==> config.mk <==
export PLATFORM = sky130hd
export DESIGN_NAME = pract_filter
export DESIGN_NICKNAME = d
export VERILOG_FILES = /design/src/hw/pract_filter_pkg.sv /design/src/hw/fir_sample_delay_line.sv /design/src/hw/fir_tap_multiplier.sv /design/src/hw/fir_adder_tree.sv /design/src/hw/pract_filter.sv
export VERILOG_INCLUDE_DIRS = /design/src /design/src/hw
export SDC_FILE = /design/constraint.sdc
export NUM_CORES = 1
export LEC_CHECK = 0
export ABC_AREA = 1
export BUFFER_PORTS_ARGS = -buffer_cell sky130_fd_sc_hd__buf_2
export CORE_MARGIN = 5
export CORE_UTILIZATION = 24
export CTS_CLUSTER_DIAMETER = 60
export CTS_CLUSTER_SIZE = 12
export DETAILED_ROUTE_END_ITERATION = 10
export RECOVER_POWER = 25
export SLEW_MARGIN = 40
export SYNTH_ARGS = -nofsm -noshare
export SYNTH_HDL_FRONTEND = slang
export SYNTH_SLANG_ARGS = --single-unit
export TNS_END_PERCENT = 100
==> constraint.sdc <==
create_clock -name clk -period 20.2 [get_ports clk]
set_input_delay 4.04 -clock clk [delete_from_list [all_inputs] [get_ports clk]]
set_output_delay 4.04 -clock clk [all_outputs]
set_load 0.02 [all_outputs]
==> src/hw/pract_filter_settings.svh <==
`ifndef PRACT_FILTER_SETTINGS_SVH
`define PRACT_FILTER_SETTINGS_SVH

// Filter length, must stay odd for the folded structure
`define FILTER_TAPS 17

// Index of the center tap
`define HALF_TAPS ((`FILTER_TAPS - 1) / 2)

// Sample width, 1s17
`define SAMPLE_W 18

// A mirrored pair needs one more bit than a sample
`define FOLD_W 19

// One quarter step of full scale in 1s17
`define LEVEL_STEP 32768

`endif

==> src/hw/pract_filter_pkg.sv <==
`include "pract_filter_settings.svh"

package pract_filter_pkg;

	// Samples, tap products and the filter output
	typedef logic signed [`SAMPLE_W-1:0] sample_t;

	// Sum of a mirrored tap pair
	typedef logic signed [`FOLD_W-1:0] fold_t;

	// Half of the symmetric impulse response in 1s17 units,
	// from tap 0 up to and including the center tap.
	// Tap FILTER_TAPS-1-k uses the same value as tap k
	localparam int coeff_table [0:`HALF_TAPS] = '{
		-150,
		-420,
		310,
		1380,
		-620,
		-3900,
		1850,
		14500,
		28000
	};

	// Sum of magnitudes with mirrored taps counted twice is 74260
	// Worst case output at 0.75 full scale stays well inside 18 bits

endpackage

==> src/hw/fir_sample_delay_line.sv <==
`timescale 1ns/1ps

module fir_sample_delay_line #(
	parameter int TAPS = 17
)
(
	input  logic                      clk,
	input  logic                      reset,
	input  logic                      sam_clk_en,
	input  pract_filter_pkg::sample_t x_in,
	output pract_filter_pkg::sample_t taps [0:TAPS-1]
);

	// Tap 0 holds the newest sample
	always_ff @(posedge clk or posedge reset)
	begin
		if (reset)
		begin
			for (int i = 0; i < TAPS; i++)
			begin
				taps[i] <= '0;
			end
		end
		else if (sam_clk_en)
		begin
			taps[0] <= x_in;
			// Everything older moves one place down the line
			for (int i = 1; i < TAPS; i++)
			begin
				taps[i] <= taps[i - 1];
			end
		end
	end

endmodule

==> src/hw/fir_tap_multiplier.sv <==
`timescale 1ns/1ps
`include "pract_filter_settings.svh"

module fir_tap_multiplier #(
	parameter int TAP_INDEX = 0,
	parameter bit CENTER    = 1'b0
)
(
	input  pract_filter_pkg::sample_t near_sample,
	input  pract_filter_pkg::sample_t far_sample,
	output pract_filter_pkg::sample_t product
);

	// Grid of quarter steps
	localparam int STEP_SHIFT = $clog2(`LEVEL_STEP);
	localparam int LEVEL_W    = `FOLD_W - STEP_SHIFT;

	// Pair sums of symbols reach six quarter steps either way
	localparam int MAX_LEVEL = 6;
	localparam int LEVELS    = 2 * MAX_LEVEL + 1;
	localparam int INDEX_W   = $clog2(LEVELS);

	localparam int COEFF = pract_filter_pkg::coeff_table[TAP_INDEX];

	// coeff * level / 4, nearest integer with ties away from zero
	function automatic int scaled_product(input int coeff, input int level);
		int num;
		num = coeff * level;
		if (num >= 0)
			return (num + 2) / 4;
		return -((2 - num) / 4);
	endfunction

	pract_filter_pkg::fold_t   fold;
	logic                      on_grid;
	logic signed [LEVEL_W-1:0] level_q;
	logic [INDEX_W-1:0]        level_index;
	pract_filter_pkg::sample_t level_products [0:LEVELS-1];

	// Fold the mirrored pair, the center tap has no partner
	if (CENTER)
	begin : g_center
		assign fold = pract_filter_pkg::fold_t'(near_sample);
	end
	else
	begin : g_pair
		assign fold = pract_filter_pkg::fold_t'(near_sample)
			+ pract_filter_pkg::fold_t'(far_sample);
	end

	// Product for every level this tap can see
	for (genvar l = 0; l < LEVELS; l++)
	begin : g_level
		assign level_products[l] =
			pract_filter_pkg::sample_t'(scaled_product(COEFF, l - MAX_LEVEL));
	end

	// Level decode
	assign on_grid     = (fold[STEP_SHIFT-1:0] == '0);
	assign level_q     = fold[`FOLD_W-1:STEP_SHIFT];
	assign level_index = INDEX_W'(level_q + MAX_LEVEL);

	// Off the grid or beyond the table gives nothing
	always_comb
	begin
		if (on_grid && level_q >= -MAX_LEVEL && level_q <= MAX_LEVEL)
			product = level_products[level_index];
		else
			product = '0;
	end

endmodule

==> src/hw/fir_adder_tree.sv <==
`timescale 1ns/1ps

module fir_adder_tree #(
	parameter int INPUTS = 9
)
(
	input  logic                      clk,
	input  logic                      reset,
	input  logic                      sam_clk_en,
	input  pract_filter_pkg::sample_t products [0:INPUTS-1],
	output pract_filter_pkg::sample_t y
);

	// Each level halves the term count, rounding up
	localparam int LEVELS = $clog2(INPUTS);

	function automatic int level_width(input int level);
		return (INPUTS + (1 << level) - 1) >> level;
	endfunction

	// Level 0 holds the products, level LEVELS the full sum
	pract_filter_pkg::sample_t node [0:LEVELS][0:INPUTS-1];

	always_comb
	begin
		for (int l = 0; l <= LEVELS; l++)
		begin
			for (int n = 0; n < INPUTS; n++)
			begin
				node[l][n] = '0;
			end
		end

		for (int n = 0; n < INPUTS; n++)
		begin
			node[0][n] = products[n];
		end

		for (int l = 1; l <= LEVELS; l++)
		begin
			for (int n = 0; n < level_width(l - 1) / 2; n++)
			begin
				node[l][n] = node[l - 1][2 * n] + node[l - 1][2 * n + 1];
			end
			// Lone term rides up to the next level
			if (level_width(l - 1) % 2 == 1)
			begin
				node[l][level_width(l - 1) / 2] = node[l - 1][level_width(l - 1) - 1];
			end
		end
	end

	// Output register, one update per sample
	always_ff @(posedge clk or posedge reset)
	begin
		if (reset)
			y <= '0;
		else if (sam_clk_en)
			y <= node[LEVELS][0];
	end

endmodule

==> src/hw/pract_filter.sv <==
`timescale 1ns/1ps
`include "pract_filter_settings.svh"

module pract_filter (
	input  logic                      clk,
	input  logic                      reset,
	input  logic                      sam_clk_en,
	input  pract_filter_pkg::sample_t x_in,
	output pract_filter_pkg::sample_t y
);

	// Sample history, newest first
	pract_filter_pkg::sample_t taps [0:`FILTER_TAPS-1];

	// One product per folded pair plus the center
	pract_filter_pkg::sample_t products [0:`HALF_TAPS];

	fir_sample_delay_line #(
		.TAPS(`FILTER_TAPS)
	) delay_line_i (
		.clk(clk),
		.reset(reset),
		.sam_clk_en(sam_clk_en),
		.x_in(x_in),
		.taps(taps)
	);

	// Tap k pairs with its mirror, the last one sees the center alone
	for (genvar k = 0; k <= `HALF_TAPS; k++)
	begin : g_tap
		fir_tap_multiplier #(
			.TAP_INDEX(k),
			.CENTER(k == `HALF_TAPS)
		) tap_multiplier_i (
			.near_sample(taps[k]),
			.far_sample(taps[`FILTER_TAPS - 1 - k]),
			.product(products[k])
		);
	end

	fir_adder_tree #(
		.INPUTS(`HALF_TAPS + 1)
	) adder_tree_i (
		.clk(clk),
		.reset(reset),
		.sam_clk_en(sam_clk_en),
		.products(products),
		.y(y)
	);

endmodule

==> impl_metrics.csv, run 1 <==
group,metric,value,unit
layout,syn2layout_area_growth,11.5,%
clocking,clockBufferDepth,3,
timing,grt_setup_unrepaired,"false",
floorplan,die_area,123000,um2
routing,initialDrtViolationCount,1476,
power_and_ir_drop,p_sw_share,43.9,%
worst_setup_path,critPathTopFamily,"buffers and inverters",
clocking,cts_tree,"done",
routing,met3_length,3350,um
power_and_ir_drop,p_total,2.95,mW
power_and_ir_drop,ir_worst_vdd,0.0000545,V
global_route,grt_pass1_wl,129000,um
clocking,clock_latency,0.59,ns
clocking,clk_pin_slew_worst_paths,0.06,ns
placement,place.gp.congestion,0.875,
routing,wl_met2,35400,um
routing,avgRoutedWirePerCell,14.0,um
layout,utilization,26.8,%
worst_setup_path,crit_arrival,10.49,ns
timing,tns,0,ns
clocking,cts_resized,0,
logic_synthesis,seq_area_frac_synth,29.1,%
global_route,grt_overflow,0,
logic_synthesis,yosys-top-cells-count,"nand2_1, inv_1, dfrtp_1",
worst_setup_path,cp_slowest_stage_delay,2.78,ns
floorplan,design.core.area,116000,um2
timing,finalSetupViolCount,0,
logic_synthesis,synth_edf_count,0,
timing,drv_slew,270,
power_and_ir_drop,pwr-share-clk,26.2,%
logic_synthesis,synth-seq-cells,324,
floorplan,pin_count,39,
logic_synthesis,synth_ff_type,"dfrtp_1",
outcome,status,"finished with violations",
power_and_ir_drop,switching_power,1.30,mW
logic_synthesis,syn_area,27900,um2
worst_setup_path,reg2reg_slack,12.40,ns
power_and_ir_drop,p_leak,16.6,nW
global_route,grt_pass1_vias,25000,
logic_synthesis,syn_inst,3987,
worst_setup_path,worst-path-buf-inv,5,
power_and_ir_drop,powerDensity,95.0,nW/um2
placement,dp_slack,12.43,ns
logic_synthesis,synth_area_leader_cell,"dfrtp_1",
routing,drc,0,
worst_setup_path,crit_chain,"clkbuf_1, clkinvlp_2, clkbuf_1, buf_16, buf_6",
layout,fillers,12800,
logic_synthesis,syn_nets,4371,
worst_setup_path,critPathLaunchType,"input port",
routing,wl,77400,um
routing,vias,25000,
global_route,grt_max_degree,145,
routing,wl_met1,36600,um
worst_setup_path,cpMostUsedCell,"clkbuf_1",
power_and_ir_drop,pwr-share-comb,45.1,%
logic_synthesis,synth.avg_cell_area,6.99,um2
clocking,holdBufCountCts,0,
layout,antenna_cells,0,
worst_setup_path,path_class,"in -> async",
clocking,post_cts_buffers,0,
logic_synthesis,synth_top_area_share,29.1,%
clocking,clock-sinks,324,
layout,finish.net_count,4370,
routing,ant_nets,0,
outcome,violations,"capacitance limit, slew limit",
power_and_ir_drop,p_int,1.65,mW
placement,hpwl,59900,um
timing,slew_headroom,-252,%
layout,drive_above_1_share,5.91,%
routing,dr.pass1.iters,5,
worst_setup_path,required,20.87,ns
worst_setup_path,path_max_fanout,117,
worst_setup_path,end_kind,"async pin",
timing,fmax,102,MHz
logic_synthesis,synth.most_common_cell,"nand2_1",
global_route,grt_usage,12.6,%
timing,fin_skew,0.0401,ns
floorplan,fp.dieW,351,um
timing,period_needed,9.82,ns
routing,viasPerCell,4.51,
job,drv_cap,3,
timing,fin_crit_sh,48.6,%
worst_setup_path,cp_slowest_cell,"clkinvlp_2",
timing,tightest_slew,5.28,ns
clocking,cts_buffers,40,
floorplan,start_util,24.1,%
timing,layout_setup_ws,10.38,ns
logic_synthesis,yosysUniqueCellTypes,47,
logic_synthesis,synthTopCellsByArea,"dfrtp_1, nand2_1, ha_1, fa_1, inv_1",
min_path,min_path_type,"reg -> reg",
logic_synthesis,yosysWarnings,0,
logic_synthesis,synthArstFlopShare,100,%
timing,hold_viol,0,
routing,top_layer_used,"met4",
power_and_ir_drop,p_seq_share,28.8,%
placement,port_buffers,38,
clocking,clockRootBuffer,"clkbuf_16",
global_route,grt_antenna_before_repair,1,
floorplan,num_rows,125,
floorplan,fp.dieH,351,um
clocking,h-tree-depth,2,
==> layer usage <==
metal	up-vias	GRT usage [%]
li1	12700	-
met1	11700	17.2
met2	486	21.1
met3	111	1.87
met4	0	3.29
met5	-	0
==> cells by family after synthesis <==
logic type	Yosys count	synth area share [%]
buffers and inverters	563	7.74
and+or+nand+nor	2259	34.2
xor gates and xnor gates	44	1.38
adders and majority gates	363	19.2
DFF	324	29.1
AOI/OAI and AO/OA	434	8.37
==> tightest hold or removal path, cell delays in order (launching register included) <==
cell     delay [ns]
dfrtp_1        0.35
nand2_1        0.05
nand2_1        0.04
==> stage by stage <==
step	hold slack, ns	area (um2)	cells
floorplan	0.448	27900	3987
global placement	0.454	29700	5467
global route	0.492	31100	5534
finish	0.472	31100	5534
CTS	0.477	31100	5533
detailed placement	0.461	29700	5467
==> registers in the layout (all words and copies together) (netlist names) <==
| name | count |
|---|---|
| delay_line_i.taps | 306 |
| adder_tree_i.y | 18 |
==> power groups by stage <==
| stage | logic [mW] | registers [mW] | clock network [mW] |
|---|---|---|---|
| after floorplan | 1.03 | 0.831 | 0 |
| after global placement | 1.31 | 0.857 | 0 |
| after detailed placement | 1.32 | 0.858 | 0 |
| after CTS | 1.32 | 0.848 | 0.795 |
| after global routing | 1.52 | 0.863 | 0.819 |
| final | 1.33 | 0.849 | 0.772 |
==> area by class of cell <==
cell class / instances / area [um2] / area share [%]
Clock inverter: 17 / 274 / 0.882
Clock buffer: 49 / 1100 / 3.53
Timing Repair Buffer: 46 / 283 / 0.911
Inverter: 474 / 1790 / 5.76
Tap cell: 1524 / 1910 / 6.14
Multi-Input combinational cell: 3100 / 17600 / 56.7
Sequential cell: 324 / 8110 / 26.1
==> cells in the final DEF, fill, tap and decap left out, types with 5 or more instances in the layout <==
master and instances:
and2_1 7, inv_1 447, o21ai_0 192, nand4_1 79, nand3b_1 24, nor2_2 13, o211ai_1 7, nand2_1 1536
nand3_2 11, nand2_4 10, a21oi_1 163, ha_1 255, nor3_1 20, xor2_1 33, a31oi_1 11, inv_2 23
xnor2_1 11, or2_1 5, buf_6 5, o21bai_1 11, nor2_1 251, a21oi_2 6, o21a_1 6, inv_8 5
clkbuf_16 41, nor4_1 5, nand2_2 43, or2_2 13, fa_1 108, nand3_1 228, buf_2 36, clkbuf_1 7
o21ai_1 13, bufinv_16 6, dfrtp_1 324, a21o_1 10
==> worst paths after layout <==
kind / to / depth (start not counted) / start
max in group clk: adder_tree_i.y[4] / 6 / sam_clk_en
worst max register to register: adder_tree_i.y[16] / 36 / delay_line_i.taps[234]
worst min-delay path: adder_tree_i.y[1] / 2 / adder_tree_i.y[1]
worst max-delay path: delay_line_i.taps[58] / 5 / reset
worst min register to register: adder_tree_i.y[1] / 2 / adder_tree_i.y[1]
min in group asynchronous: delay_line_i.taps[132] / 2 / reset
Power figures use the tool's default switching activity.
==> run 2: changes to the inputs <==
Clock period 20.2 ns to 9.6 ns, I/O delays scaled along.
==> run 2 against run 1 <==
Effect of this change: the run still ends with capacitance limit, slew limit left; design area is 0.23% lower; cell count hardly changed; power up 110%; register-to-register slack lost 11 ns; global-route usage shrank 0.051 points; routed wire length decreased by 0.11%; die area is the same; first-iteration DRC count up 7.6%; critical path type is now reg -> reg; critical endpoint is now adder_tree_i.y[16].
==> impl_metrics.csv, run 2 (synthesized netlist as in run 1, its figures left out) <==
group,metric,value,unit
worst_setup_path,end_kind,"flop",
power_and_ir_drop,p_leak,16.6,nW
worst_setup_path,r2r_cells,35,
layout,regMostFlops,"delay_line_i.taps",
global_route,grt_overflow,0,
worst_setup_path,cp_slowest_cell,"fa_1",
clocking,clockRootBuffer,"clkbuf_16",
global_route,grt_pass1_vias,24900,
placement,port_buffers,38,
timing,drv_slew,205,
clocking,h-tree-depth,2,
floorplan,fp.dieH,351,um
timing,whs,0.466,ns
routing,avgRoutedWirePerCell,14.0,um
clocking,cts_resized,0,
clocking,holdBufCountCts,0,
layout,drive_above_1_share,5.86,%
floorplan,start_util,24.1,%
layout,largest_reg_flops,306,
worst_setup_path,cp_slowest_stage_delay,0.57,ns
clocking,post_cts_buffers,0,
clocking,clock-sinks,324,
clocking,clockBufferDepth,3,
routing,vias,25000,
min_path,holdPathStages,2,
floorplan,design.core.area,116000,um2
timing,tns,0,ns
worst_setup_path,crit_arrival,8.30,ns
timing,fin_skew,0.0268,ns
layout,antenna_cells,0,
power_and_ir_drop,powerDensity,197,nW/um2
global_route,grt_usage,12.6,%
layout,finalInstanceArea,31000,um2
routing,ant_nets,0,
worst_setup_path,required,10.11,ns
power_and_ir_drop,ir_worst_vdd,0.000134,V
floorplan,die_area,123000,um2
routing,initialDrtViolationCount,1588,
timing,grt_setup_unrepaired,"false",
layout,final_cells,5533,
timing,fin_crit_sh,81.1,%
worst_setup_path,path_max_fanout,13,
timing,period_needed,7.78,ns
outcome,violations,"capacitance limit, slew limit",
placement,hpwl,60000,um
timing,fmax,128,MHz
placement,postPlaceCellArea,29700,um2
timing,finalSetupViolCount,0,
global_route,grt_pass1_wl,128000,um
timing,tightest_slew,5.85,ns
placement,dp.cells,5469,
clocking,cts_tree,"done",
layout,reg.largest.list,"delay_line_i.taps (306), adder_tree_i.y (18)",
global_route,grt_antenna_before_repair,1,
routing,drc,0,
global_route,grt_max_degree,121,
clocking,clk_pin_slew_worst_paths,0.06,ns
timing,hold_viol,0,
power_and_ir_drop,p_total,6.11,mW
timing,slew_headroom,-290,%
layout,layout_common_cells,"nand2_1, inv_1, dfrtp_1",
worst_setup_path,critPathLaunchType,"flop",
routing,dr.pass1.iters,5,
worst_setup_path,path_class,"reg -> reg",
placement,place.gp.congestion,0.882,
min_path,min_path_type,"reg -> reg",
routing,viasPerCell,4.51,
floorplan,num_rows,125,
outcome,status,"finished with violations",
layout,finish.net_count,4370,
floorplan,fp.dieW,351,um
layout,syn2layout_area_growth,11.2,%
floorplan,pin_count,39,
clocking,cts_buffers,39,
routing,wl,77300,um
clocking,clock_latency,0.58,ns
layout,final_common_cell,"nand2_1",
job,drv_cap,2,
worst_setup_path,cpMostUsedCell,"nand2_1",
==> run 2: cell count changes in the layout (fill, tap and decap cells not counted), sizes merged <==
cell           change
buf                +1
clkinv             +2
clkdlybuf4s25      +1
inv                -1
clkbuf             -1
bufinv             -3
==> run 2: area by class of cell <==
class / count / area, um2
flip-flops and latches: 324 / 8110
fillers: 12800 / 84800
clock inverters: 15 / 191
clock buffers: 49 / 1070
inverters: 474 / 1790
multi-input cells: 3100 / 17600
repair buffers: 47 / 313
well taps: 1524 / 1910
==> run 2: through the flow <==
step | util, % | worst slack [ns]
CTS | 26.8 | 1.83
global placement | 25.7 | 1.85
finish | 26.8 | 1.82
floorplan | - | 2.81
global route | 26.8 | 1.07
detailed placement | 25.7 | 1.85
==> run 2: routing by layer <==
metal | vias up | global-route usage (%) | routed length (um)
met1 | 11700 | 17.0 | 36500
met3 | 116 | 2.22 | 3600
met2 | 483 | 20.9 | 35300
met5 | - | 0 | 0
met4 | 0 | 3.16 | 1910
li1 | 12700 | - | -
==> run 2: final timing paths <==
kind | start | end | slack [ns]
worst max-delay path | delay_line_i.taps[54] | adder_tree_i.y[16] | 1.82
worst min-delay path | adder_tree_i.y[2] | adder_tree_i.y[2] | 0.47
worst max register to register | delay_line_i.taps[54] | adder_tree_i.y[16] | 1.82
worst min register to register | adder_tree_i.y[2] | adder_tree_i.y[2] | 0.47
max in group asynchronous | reset | delay_line_i.taps[58] | 2.41
min in group asynchronous | reset | delay_line_i.taps[181] | 3.91
==> run 2: worst max-delay path: cells and delay by family (launching register included) <==
family / cells / cell delay (ns)
XOR/XNOR: 2 / 0.36
AO/OA/AOI/OAI: 3 / 0.66
buffers and inverters: 3 / 0.24
adder cells (fa/ha/maj): 10 / 3.98
AND/OR/NAND/NOR: 17 / 2.04
flip-flops: 1 / 0.40
==> run 2: where the power goes <==
part           switching [mW]  total, mW  internal (mW)
logic                    1.88       2.80          0.925
registers               0.209       1.79           1.58
clock network           0.636       1.52          0.879
